File: src/verilog/eu_cfg.svh
`ifndef EU_CFG_SVH
`define EU_CFG_SVH

// SDRAM side
`define EU_SDRAM_W      64
`define EU_ADDR_W       32

// Lanes of 16 bits in one SDRAM word
`define EU_LANES        4

// Words read per fetch
`define EU_FETCH_WORDS  2

// Sub-units per engine group
`define EU_STMM_SUBS    4
`define EU_LN_SUBS      1
`define EU_LUT_SUBS     2

`endif
File: src/verilog/eu_pkg.sv
`include "eu_cfg.svh"

package eu_pkg;

// One signed lane
typedef logic signed [15:0] eu_lane_t;

////////////////////////////////////////////////////////////////////////////
// SDRAM word, taken either as raw bits or as lanes
////////////////////////////////////////////////////////////////////////////
typedef union packed {
    logic [`EU_SDRAM_W-1:0]     raw;
    eu_lane_t [`EU_LANES-1:0]   lane;
} eu_word_u;

endpackage

File: src/verilog/eu_top.sv
`timescale 1ns/1ps
`default_nettype none
`include "eu_cfg.svh"

module eu_top (
    input  wire                             clk,
    input  logic                            i_rst,

    // Avalon-MM read master
    output logic [`EU_ADDR_W-1:0]           o_sdram_address,
    output logic                            o_sdram_read,
    input  logic [`EU_SDRAM_W-1:0]          i_sdram_readdata,
    input  logic                            i_sdram_readdatavalid,
    input  logic                            i_sdram_waitrequest,

    // Control unit
    input  logic [4:0]                      i_sdram_read_sel,
    input  logic [31:0]                     i_eu_fetch,
    input  logic [31:0]                     i_eu_exec,
    input  logic [31:0]                     i_eu_fetch_addr,

    // RMIO write ports
    output logic                            o_stmm_rmio_wr,
    output logic [1:0]                      o_stmm_rmio_addr,
    output logic [15:0]                     o_stmm_rmio_wdata,
    output logic                            o_layernorm_rmio_wr,
    output logic                            o_layernorm_rmio_addr,
    output logic [15:0]                     o_layernorm_rmio_wdata,
    output logic                            o_lut_rmio_wr,
    output logic                            o_lut_rmio_addr,
    output logic [15:0]                     o_lut_rmio_wdata,

    output logic                            o_fetch_done,
    output logic [27:0]                     o_exec_done
);

logic [1:0]                         grp_sel;
logic [2:0][`EU_ADDR_W-1:0]         grp_address;
logic [2:0]                         grp_read;
logic [2:0][`EU_SDRAM_W-1:0]        grp_readdata;
logic [2:0]                         grp_readdatavalid;
logic [2:0]                         grp_waitrequest;
logic                               stmm_fetch_done;
logic                               ln_fetch_done;
logic                               lut_fetch_done;
logic [`EU_STMM_SUBS-1:0]           stmm_exec_done;
logic [`EU_LN_SUBS-1:0]             ln_exec_done;
logic [`EU_LUT_SUBS-1:0]            lut_exec_done;

////////////////////////////////////////////////////////////////////////////
// Read select from bits 4:2 of the control field
////////////////////////////////////////////////////////////////////////////
always_comb begin
    case (i_sdram_read_sel) inside
        5'b001??: grp_sel = 2'd1;
        5'b010??: grp_sel = 2'd2;
        default:  grp_sel = 2'd0;
    endcase
end

sdram_read_mux u_mux (
    .clk                   (clk),
    .i_sel                 (grp_sel),
    .i_grp_address         (grp_address),
    .i_grp_read            (grp_read),
    .o_grp_readdata        (grp_readdata),
    .o_grp_readdatavalid   (grp_readdatavalid),
    .o_grp_waitrequest     (grp_waitrequest),
    .o_sdram_address       (o_sdram_address),
    .o_sdram_read          (o_sdram_read),
    .i_sdram_readdata      (i_sdram_readdata),
    .i_sdram_readdatavalid (i_sdram_readdatavalid),
    .i_sdram_waitrequest   (i_sdram_waitrequest)
);

////////////////////////////////////////////////////////////////////////////
// Engine groups
////////////////////////////////////////////////////////////////////////////
stmm_wrapper u_stmm (
    .clk             (clk),
    .i_rst           (i_rst),
    .o_address       (grp_address[0]),
    .o_read          (grp_read[0]),
    .i_readdata      (grp_readdata[0]),
    .i_readdatavalid (grp_readdatavalid[0]),
    .i_waitrequest   (grp_waitrequest[0]),
    .i_fetch         (i_eu_fetch[0 +: `EU_STMM_SUBS]),
    .i_exec          (i_eu_exec[0 +: `EU_STMM_SUBS]),
    .i_fetch_addr    (i_eu_fetch_addr),
    .o_rmio_wr       (o_stmm_rmio_wr),
    .o_rmio_addr     (o_stmm_rmio_addr),
    .o_rmio_wdata    (o_stmm_rmio_wdata),
    .o_fetch_done    (stmm_fetch_done),
    .o_exec_done     (stmm_exec_done)
);

layernorm_wrapper u_layernorm (
    .clk             (clk),
    .i_rst           (i_rst),
    .o_address       (grp_address[1]),
    .o_read          (grp_read[1]),
    .i_readdata      (grp_readdata[1]),
    .i_readdatavalid (grp_readdatavalid[1]),
    .i_waitrequest   (grp_waitrequest[1]),
    .i_fetch         (i_eu_fetch[4 +: `EU_LN_SUBS]),
    .i_exec          (i_eu_exec[4 +: `EU_LN_SUBS]),
    .i_fetch_addr    (i_eu_fetch_addr),
    .o_rmio_wr       (o_layernorm_rmio_wr),
    .o_rmio_addr     (o_layernorm_rmio_addr),
    .o_rmio_wdata    (o_layernorm_rmio_wdata),
    .o_fetch_done    (ln_fetch_done),
    .o_exec_done     (ln_exec_done)
);

lut_wrapper u_lut (
    .clk             (clk),
    .i_rst           (i_rst),
    .o_address       (grp_address[2]),
    .o_read          (grp_read[2]),
    .i_readdata      (grp_readdata[2]),
    .i_readdatavalid (grp_readdatavalid[2]),
    .i_waitrequest   (grp_waitrequest[2]),
    .i_fetch         (i_eu_fetch[8 +: `EU_LUT_SUBS]),
    .i_exec          (i_eu_exec[8 +: `EU_LUT_SUBS]),
    .i_fetch_addr    (i_eu_fetch_addr),
    .o_rmio_wr       (o_lut_rmio_wr),
    .o_rmio_addr     (o_lut_rmio_addr),
    .o_rmio_wdata    (o_lut_rmio_wdata),
    .o_fetch_done    (lut_fetch_done),
    .o_exec_done     (lut_exec_done)
);

// Unused positions read as one
assign o_fetch_done = stmm_fetch_done & ln_fetch_done & lut_fetch_done;
assign o_exec_done  = {16'hffff, 2'b11, lut_exec_done, 3'b111, ln_exec_done, stmm_exec_done};

endmodule

`default_nettype wire

File: src/verilog/lut_wrapper.sv
`timescale 1ns/1ps
`default_nettype none
`include "eu_cfg.svh"

module lut_wrapper
    import eu_pkg::*;
(
    input  wire                                 clk,
    input  logic                                i_rst,

    output logic [`EU_ADDR_W-1:0]               o_address,
    output logic                                o_read,
    input  logic [`EU_SDRAM_W-1:0]              i_readdata,
    input  logic                                i_readdatavalid,
    input  logic                                i_waitrequest,

    input  logic [`EU_LUT_SUBS-1:0]             i_fetch,
    input  logic [`EU_LUT_SUBS-1:0]             i_exec,
    input  logic [`EU_ADDR_W-1:0]               i_fetch_addr,

    output logic                                o_rmio_wr,
    output logic [$clog2(`EU_LUT_SUBS)-1:0]     o_rmio_addr,
    output eu_lane_t                            o_rmio_wdata,

    output logic                                o_fetch_done,
    output logic [`EU_LUT_SUBS-1:0]             o_exec_done
);

localparam int N  = `EU_LUT_SUBS;
localparam int IW = $clog2(N);
localparam int TW = $clog2(`EU_LANES);

eu_word_u [`EU_FETCH_WORDS-1:0] words;
eu_lane_t [N-1:0]               entry;
logic [N-1:0]                   pending;
logic [N-1:0]                   wr_mask;
logic [N-1:0]                   grant;
logic [IW-1:0]                  sel_idx;

eu_fetch_engine u_fetch (
    .clk             (clk),
    .i_rst           (i_rst),
    .i_start         (|i_fetch),
    .i_addr          (i_fetch_addr),
    .o_address       (o_address),
    .o_read          (o_read),
    .i_readdata      (i_readdata),
    .i_readdatavalid (i_readdatavalid),
    .i_waitrequest   (i_waitrequest),
    .o_words         (words),
    .o_fetch_done    (o_fetch_done)
);

////////////////////////////////////////////////////////////////////////////
// Table lookup: word 1 lanes index into word 0 bits
////////////////////////////////////////////////////////////////////////////
always_ff @(posedge clk) begin
    for (int i = 0; i < N; i++) begin
        entry[i] <= words[0].raw[words[1].lane[i][TW-1:0] * 16 +: 16];
    end
end

always_comb begin
    sel_idx = '0;
    for (int i = N - 1; i >= 0; i--) begin
        if (pending[i]) begin
            sel_idx = IW'(i);
        end
    end
end

assign grant       = (|pending) ? (N'(1) << sel_idx) : '0;
assign o_exec_done = ~(pending | wr_mask);

always_ff @(posedge clk) begin
    if (i_rst) begin
        pending   <= '0;
        wr_mask   <= '0;
        o_rmio_wr <= 1'b0;
    end else begin
        pending   <= (pending & ~grant) | (i_exec & o_exec_done);
        wr_mask   <= grant;
        o_rmio_wr <= |pending;
    end
end

always_ff @(posedge clk) begin
    o_rmio_addr  <= sel_idx;
    o_rmio_wdata <= entry[sel_idx];
end

endmodule

`default_nettype wire

File: src/verilog/layernorm_wrapper.sv
`timescale 1ns/1ps
`default_nettype none
`include "eu_cfg.svh"

module layernorm_wrapper
    import eu_pkg::*;
(
    input  wire                         clk,
    input  logic                        i_rst,

    output logic [`EU_ADDR_W-1:0]       o_address,
    output logic                        o_read,
    input  logic [`EU_SDRAM_W-1:0]      i_readdata,
    input  logic                        i_readdatavalid,
    input  logic                        i_waitrequest,

    input  logic [`EU_LN_SUBS-1:0]      i_fetch,
    input  logic [`EU_LN_SUBS-1:0]      i_exec,
    input  logic [`EU_ADDR_W-1:0]       i_fetch_addr,

    output logic                        o_rmio_wr,
    output logic                        o_rmio_addr,
    output eu_lane_t                    o_rmio_wdata,

    output logic                        o_fetch_done,
    output logic [`EU_LN_SUBS-1:0]      o_exec_done
);

localparam int SH = $clog2(`EU_LANES);
localparam int SW = 16 + SH;

eu_word_u [`EU_FETCH_WORDS-1:0] words;
logic signed [SW-1:0]           sum_next;
logic signed [SW-1:0]           lane_sum;
eu_lane_t                       mean;
logic                           busy;

eu_fetch_engine u_fetch (
    .clk             (clk),
    .i_rst           (i_rst),
    .i_start         (|i_fetch),
    .i_addr          (i_fetch_addr),
    .o_address       (o_address),
    .o_read          (o_read),
    .i_readdata      (i_readdata),
    .i_readdatavalid (i_readdatavalid),
    .i_waitrequest   (i_waitrequest),
    .o_words         (words),
    .o_fetch_done    (o_fetch_done)
);

// Sum of word 0 lanes, wide enough not to overflow
always_comb begin
    sum_next = '0;
    for (int i = 0; i < `EU_LANES; i++) begin
        sum_next = sum_next + words[0].lane[i];
    end
end

assign mean        = eu_lane_t'(lane_sum >>> SH);
assign o_rmio_addr = 1'b0;
assign o_exec_done = ~(busy | o_rmio_wr);

always_ff @(posedge clk) begin
    if (i_rst) begin
        busy      <= 1'b0;
        o_rmio_wr <= 1'b0;
    end else begin
        busy      <= i_exec[0] && o_exec_done[0];
        o_rmio_wr <= busy;
    end
end

// Stage 1 holds the sum, stage 2 the centered lane
always_ff @(posedge clk) begin
    lane_sum     <= sum_next;
    o_rmio_wdata <= words[0].lane[0] - mean;
end

endmodule

`default_nettype wire

File: src/verilog/stmm_wrapper.sv
`timescale 1ns/1ps
`default_nettype none
`include "eu_cfg.svh"

module stmm_wrapper
    import eu_pkg::*;
(
    input  wire                                 clk,
    input  logic                                i_rst,

    output logic [`EU_ADDR_W-1:0]               o_address,
    output logic                                o_read,
    input  logic [`EU_SDRAM_W-1:0]              i_readdata,
    input  logic                                i_readdatavalid,
    input  logic                                i_waitrequest,

    input  logic [`EU_STMM_SUBS-1:0]            i_fetch,
    input  logic [`EU_STMM_SUBS-1:0]            i_exec,
    input  logic [`EU_ADDR_W-1:0]               i_fetch_addr,

    output logic                                o_rmio_wr,
    output logic [$clog2(`EU_STMM_SUBS)-1:0]    o_rmio_addr,
    output eu_lane_t                            o_rmio_wdata,

    output logic                                o_fetch_done,
    output logic [`EU_STMM_SUBS-1:0]            o_exec_done
);

localparam int N  = `EU_STMM_SUBS;
localparam int IW = $clog2(N);

eu_word_u [`EU_FETCH_WORDS-1:0] words;
eu_lane_t [N-1:0]               prod;
logic [N-1:0]                   pending;
logic [N-1:0]                   wr_mask;
logic [N-1:0]                   grant;
logic [IW-1:0]                  sel_idx;

eu_fetch_engine u_fetch (
    .clk             (clk),
    .i_rst           (i_rst),
    .i_start         (|i_fetch),
    .i_addr          (i_fetch_addr),
    .o_address       (o_address),
    .o_read          (o_read),
    .i_readdata      (i_readdata),
    .i_readdatavalid (i_readdatavalid),
    .i_waitrequest   (i_waitrequest),
    .o_words         (words),
    .o_fetch_done    (o_fetch_done)
);

// Lane products, low 16 bits kept
always_ff @(posedge clk) begin
    for (int i = 0; i < N; i++) begin
        prod[i] <= words[0].lane[i] * words[1].lane[i];
    end
end

// Lowest pending sub-unit goes first
always_comb begin
    sel_idx = '0;
    for (int i = N - 1; i >= 0; i--) begin
        if (pending[i]) begin
            sel_idx = IW'(i);
        end
    end
end

assign grant       = (|pending) ? (N'(1) << sel_idx) : '0;
assign o_exec_done = ~(pending | wr_mask);

always_ff @(posedge clk) begin
    if (i_rst) begin
        pending   <= '0;
        wr_mask   <= '0;
        o_rmio_wr <= 1'b0;
    end else begin
        // Pulses to busy sub-units are dropped
        pending   <= (pending & ~grant) | (i_exec & o_exec_done);
        wr_mask   <= grant;
        o_rmio_wr <= |pending;
    end
end

always_ff @(posedge clk) begin
    o_rmio_addr  <= sel_idx;
    o_rmio_wdata <= prod[sel_idx];
end

endmodule

`default_nettype wire

File: src/verilog/eu_fetch_engine.sv
`timescale 1ns/1ps
`default_nettype none
`include "eu_cfg.svh"

module eu_fetch_engine
    import eu_pkg::*;
(
    input  wire                                 clk,
    input  logic                                i_rst,

    input  logic                                i_start,
    input  logic [`EU_ADDR_W-1:0]               i_addr,

    // Avalon-MM read, group side
    output logic [`EU_ADDR_W-1:0]               o_address,
    output logic                                o_read,
    input  logic [`EU_SDRAM_W-1:0]              i_readdata,
    input  logic                                i_readdatavalid,
    input  logic                                i_waitrequest,

    output eu_word_u [`EU_FETCH_WORDS-1:0]      o_words,
    output logic                                o_fetch_done
);

localparam int AW    = `EU_ADDR_W;
localparam int CNT_W = $clog2(`EU_FETCH_WORDS + 1);
localparam logic [CNT_W-1:0] LAST = CNT_W'(`EU_FETCH_WORDS - 1);

typedef enum logic [1:0] {ST_IDLE, ST_REQ, ST_WAIT} state_t;

state_t             state;
logic [AW-1:0]      base;
logic [CNT_W-1:0]   req_cnt;
logic [CNT_W-1:0]   ret_cnt;

assign o_read    = (state == ST_REQ);
assign o_address = base + AW'(req_cnt);

always_ff @(posedge clk) begin
    if (i_rst) begin
        state        <= ST_IDLE;
        base         <= '0;
        req_cnt      <= '0;
        ret_cnt      <= '0;
        o_words      <= '0;
        o_fetch_done <= 1'b1;
    end else begin
        case (state)
            ST_IDLE: if (i_start) begin
                base         <= i_addr;
                req_cnt      <= '0;
                ret_cnt      <= '0;
                o_fetch_done <= 1'b0;
                state        <= ST_REQ;
            end
            // Address phase, stalls on waitrequest
            ST_REQ: if (!i_waitrequest) begin
                req_cnt <= req_cnt + 1'b1;
                if (req_cnt == LAST) begin
                    state <= ST_WAIT;
                end
            end
            default: ;
        endcase

        // Words come back in order, may overlap the address phase
        if (i_readdatavalid && state != ST_IDLE) begin
            o_words[ret_cnt].raw <= i_readdata;
            ret_cnt              <= ret_cnt + 1'b1;
            if (ret_cnt == LAST) begin
                state        <= ST_IDLE;
                o_fetch_done <= 1'b1;
            end
        end
    end
end

a_addr_hold: assert property (@(posedge clk) disable iff (i_rst)
    (o_read && i_waitrequest) |=> (o_read && $stable(o_address)));

a_no_stray_data: assert property (@(posedge clk) disable iff (i_rst)
    i_readdatavalid |-> (state != ST_IDLE));

endmodule

`default_nettype wire

File: src/verilog/sdram_read_mux.sv
`timescale 1ns/1ps
`default_nettype none
`include "eu_cfg.svh"

module sdram_read_mux #(
    parameter int NUM_PORTS = 3
) (
    input  wire                                     clk,
    input  logic [1:0]                              i_sel,

    // Group side
    input  logic [NUM_PORTS-1:0][`EU_ADDR_W-1:0]    i_grp_address,
    input  logic [NUM_PORTS-1:0]                    i_grp_read,
    output logic [NUM_PORTS-1:0][`EU_SDRAM_W-1:0]   o_grp_readdata,
    output logic [NUM_PORTS-1:0]                    o_grp_readdatavalid,
    output logic [NUM_PORTS-1:0]                    o_grp_waitrequest,

    // Avalon-MM master side
    output logic [`EU_ADDR_W-1:0]                   o_sdram_address,
    output logic                                    o_sdram_read,
    input  logic [`EU_SDRAM_W-1:0]                  i_sdram_readdata,
    input  logic                                    i_sdram_readdatavalid,
    input  logic                                    i_sdram_waitrequest
);

always_comb begin
    o_sdram_address = '0;
    o_sdram_read    = 1'b0;
    for (int p = 0; p < NUM_PORTS; p++) begin
        // Data goes to every port, only valid is steered
        o_grp_readdata[p]      = i_sdram_readdata;
        o_grp_readdatavalid[p] = i_sdram_readdatavalid && (i_sel == p);
        // Unselected ports look permanently stalled
        o_grp_waitrequest[p]   = i_sdram_waitrequest || (i_sel != p);
        if (i_sel == p) begin
            o_sdram_address = i_grp_address[p];
            o_sdram_read    = i_grp_read[p];
        end
    end
end

// No group may request while the select points nowhere
a_sel_in_range: assert property (@(posedge clk) (i_sel >= NUM_PORTS) |-> !(|i_grp_read));

endmodule

`default_nettype wire

File: config.mk
export PLATFORM = sky130hd
export DESIGN_NAME = eu_top
export DESIGN_NICKNAME = d
export VERILOG_FILES = /design/src/verilog/eu_pkg.sv /design/src/verilog/eu_top.sv /design/src/verilog/lut_wrapper.sv /design/src/verilog/layernorm_wrapper.sv /design/src/verilog/stmm_wrapper.sv /design/src/verilog/eu_fetch_engine.sv /design/src/verilog/sdram_read_mux.sv
export VERILOG_INCLUDE_DIRS = /design/src /design/src/verilog
export SDC_FILE = /design/constraint.sdc
export NUM_CORES = 2
export LEC_CHECK = 0
export BUFFER_PORTS_ARGS = -buffer_cell sky130_fd_sc_hd__buf_4
export CAP_MARGIN = 40
export CORE_MARGIN = 4
export CORE_UTILIZATION = 45
export CTS_CLUSTER_DIAMETER = 150
export CTS_CLUSTER_SIZE = 25
export DETAILED_ROUTE_END_ITERATION = 8
export GPL_TIMING_DRIVEN = 0
export PLACE_DENSITY = 0.59
export RECOVER_POWER = 50
export SYNTH_ARGS = -nofsm -noshare
export SYNTH_HDL_FRONTEND = slang
export SYNTH_SLANG_ARGS = --single-unit
export TNS_END_PERCENT = 30
File: constraint.sdc
create_clock -name clk -period 15.06 [get_ports clk]
set_clock_uncertainty 0.05 [all_clocks]
set_input_delay 0 -clock clk [delete_from_list [all_inputs] [get_ports clk]]
set_output_delay 0 -clock clk [all_outputs]
set_load 0.02 [all_outputs]
==> impl_metrics.ini <==
[run_status]
outcome = finished with violations
violations = DRC

[timing]
tightest_slew_ps = 1330
finalSetupViolations = 0
hold_viol = 0
slew_viol_final = 0
tns_ps = 0
relSlewSlack = 0.113
post-route-period-util = 0.406
min_period_ps = 6110
rsz0062_at_grt = false
fmax_mhz = 164

[cts]
cts_tree = done
clk_pin_slew_ps = 100
clk_latency_ps = 620
clock-sinks = 524
ctsHoldBuffers = 109
htreeDepth = 1
post_cts_resized = 0
ctsLongestPathBuffers = 3
cts_root_buf = clkbuf_16
post-cts-setup-buffer-count = 0
numCtsBuffers = 24

[grt]
grt_pass1_wl_um = 177000
grt_pass1_vias = 30600
grt_max_degree = 26
grt_overflow = 0
grt_util_all_layers = 0.252
antenna_found_initial = 2

[placement]
gp_congestion = 0.917
placed_area_um2 = 41200
portBuffers = 210
hpwlAfterDp_um = 90500

[power]
p_leak_uw = 0.0184
vdd_drop_max_v = 0.0000834
p_per_area_nw_per_um2 = 61.6

[synthesis]
ys_seq_elements = 524
syn_inst = 4507
seq_area_frac_synth = 0.276
synth_edf_count = 0
yosysUniqueCellTypes = 73
synth_ff_type = dfxtp_1
syn_avg_cell_area_um2 = 8.42
ys_warn_count = 0
synth-async-reset-ratio = 0
netlist_area_um2 = 38000

[drt]
wl_per_cell_um = 18.8
drt_drc_violations_left = 1
vias = 30500
ant_nets = 0
drtIter0Drc = 2182
via_per_inst = 5.07
routed_wl_um = 113000
first_pass_iters = 9

[die]
coreArea_um2 = 83700
die_x_um = 298
ios = 286
die_h_um = 298
placementRows = 106
design.die.area_um2 = 89100
initial_core_util = 0.454

[setup_path]
cp-end-kind = register
cp.required_ps = 15480
crit_path_start_kind = register
arrival_ps = 6540
crit_path_max_fanout = 10
path_class = register to register

[layout]
final_area_um2 = 42600
layout.nets = 5694
final_cell_mix = 1,030 x nand2_1, 549 x inv_1, 524 x dfxtp_1
final_util = 0.509
final_common_cell = nand2_1
drive_above_1_share = 0.0524
area_growth_pct = 12.2

[hold_path]
hold_class = primary input to register

[run]
cap_violations = 0
synthesized netlist by cell type, types with 18 or more instances:
| master | instances | area [um^2] |
|---|---|---|
| nand2_1 | 1030 | 3870 |
| clkbuf_1 | 190 | 713 |
| buf_4 | 33 | 248 |
| dfxtp_1 | 524 | 10500 |
| a21o_1 | 22 | 165 |
| ha_1 | 289 | 3620 |
| nand3_1 | 47 | 235 |
| and2_1 | 269 | 1680 |
| xor2_1 | 96 | 841 |
| a21oi_1 | 396 | 1980 |
| nor2b_1 | 21 | 131 |
| nor2_1 | 151 | 567 |
| nor3_1 | 19 | 95.1 |
| o21ai_0 | 52 | 260 |
| fa_1 | 353 | 7070 |
| inv_1 | 549 | 2060 |
| xnor2_1 | 181 | 1590 |
| mux2i_1 | 37 | 370 |
| nand4_1 | 18 | 113 |
layout make-up:
| type | instances | area [um^2] |
|---|---|---|
| fillers | 8199 | 41100 |
| multi-input cells | 3214 | 24400 |
| flip-flops and latches | 524 | 10500 |
| repair buffers | 330 | 2530 |
| inverters | 549 | 2060 |
| well taps | 1134 | 1420 |
| plain buffers | 240 | 1070 |
| clock buffers | 25 | 604 |
| clock inverters | 1 | 30.0 |
| diodes | 3 | 7.51 |
power breakdown:
group | switching, uW | internal, uW | total (uW) | leakage, uW
clock | 449 | 291 | 740 | 0.000308
sequential | 49.5 | 1440 | 1490 | 0.00426
combinational | 260 | 140 | 400 | 0.0139
per-stage QoR:
step	setup WS [ps]	total power [uW]	hold slack, ps	std cells
after floorplan	10010	1710	86.0	4527
after global placement	9060	1900	190	5871
after detailed placement	9070	1900	193	5882
after CTS	9020	2660	3.41	6017
after global routing	8640	2730	99.7	6018
final	8950	2630	58.5	6020
kinds of logic after synthesis:
family,Yosys count,synth area share
mux,53,0.0145
other cells,2,0.000198
fa+ha+maj,642,0.281
compound gates,585,0.0881
buf+inv,789,0.0827
simple gates,1635,0.193
flops,524,0.276
xor+xnor,277,0.0639
path summary, 6_finish.rpt:
path / start / end / slack (ps) / cells past startpoint
min: i_sdram_read_sel[4] / u_layernorm.u_fetch.state[1] / 60 / 6
min reg2reg: u_stmm.wr_mask[0] / u_stmm.pending[0] / 370 / 1
max: u_stmm.u_fetch.o_words[113] / u_stmm.prod[63] / 8950 / 18
max reg2reg: u_stmm.u_fetch.o_words[113] / u_stmm.prod[63] / 8950 / 18
critical path, cell delays in order (launching register included):
cell      delay [ps]
dfxtp_1          460
clkbuf_1         550
nand2_1          170
fa_1             570
inv_1             60
fa_1             540
ha_1             140
inv_1             50
fa_1             460
fa_1             510
fa_1             500
inv_1             40
ha_1             340
nand3_1           90
o211ai_1         120
o41ai_1          620
o21ai_0          200
a21oi_1          330
xnor2_1          200
sequential cells by signal, summed over array words and instances, names as in the netlist, 4 cells and up:
register	flops
u_stmm.o_rmio_wdata	16
u_layernorm.o_rmio_wdata	16
u_lut.entry	32
u_stmm.wr_mask	4
u_layernorm.u_fetch.o_words	64
u_lut.u_fetch.base	32
u_lut.o_rmio_wdata	16
u_layernorm.lane_sum	16
u_stmm.u_fetch.base	32
u_layernorm.u_fetch.base	32
u_lut.u_fetch.o_words	36
u_stmm.pending	4
u_stmm.u_fetch.o_words	128
u_stmm.prod	64
metal layers:
layer	vias up	GRT usage	part of all wire
li1	14800	-	-
met1	14800	0.357	0.46
met2	767	0.412	0.46
met3	161	0.0203	0.045
met4	2	0.0813	0.037
met5	-	0	0.000088
Power figures use the tool's default switching activity.
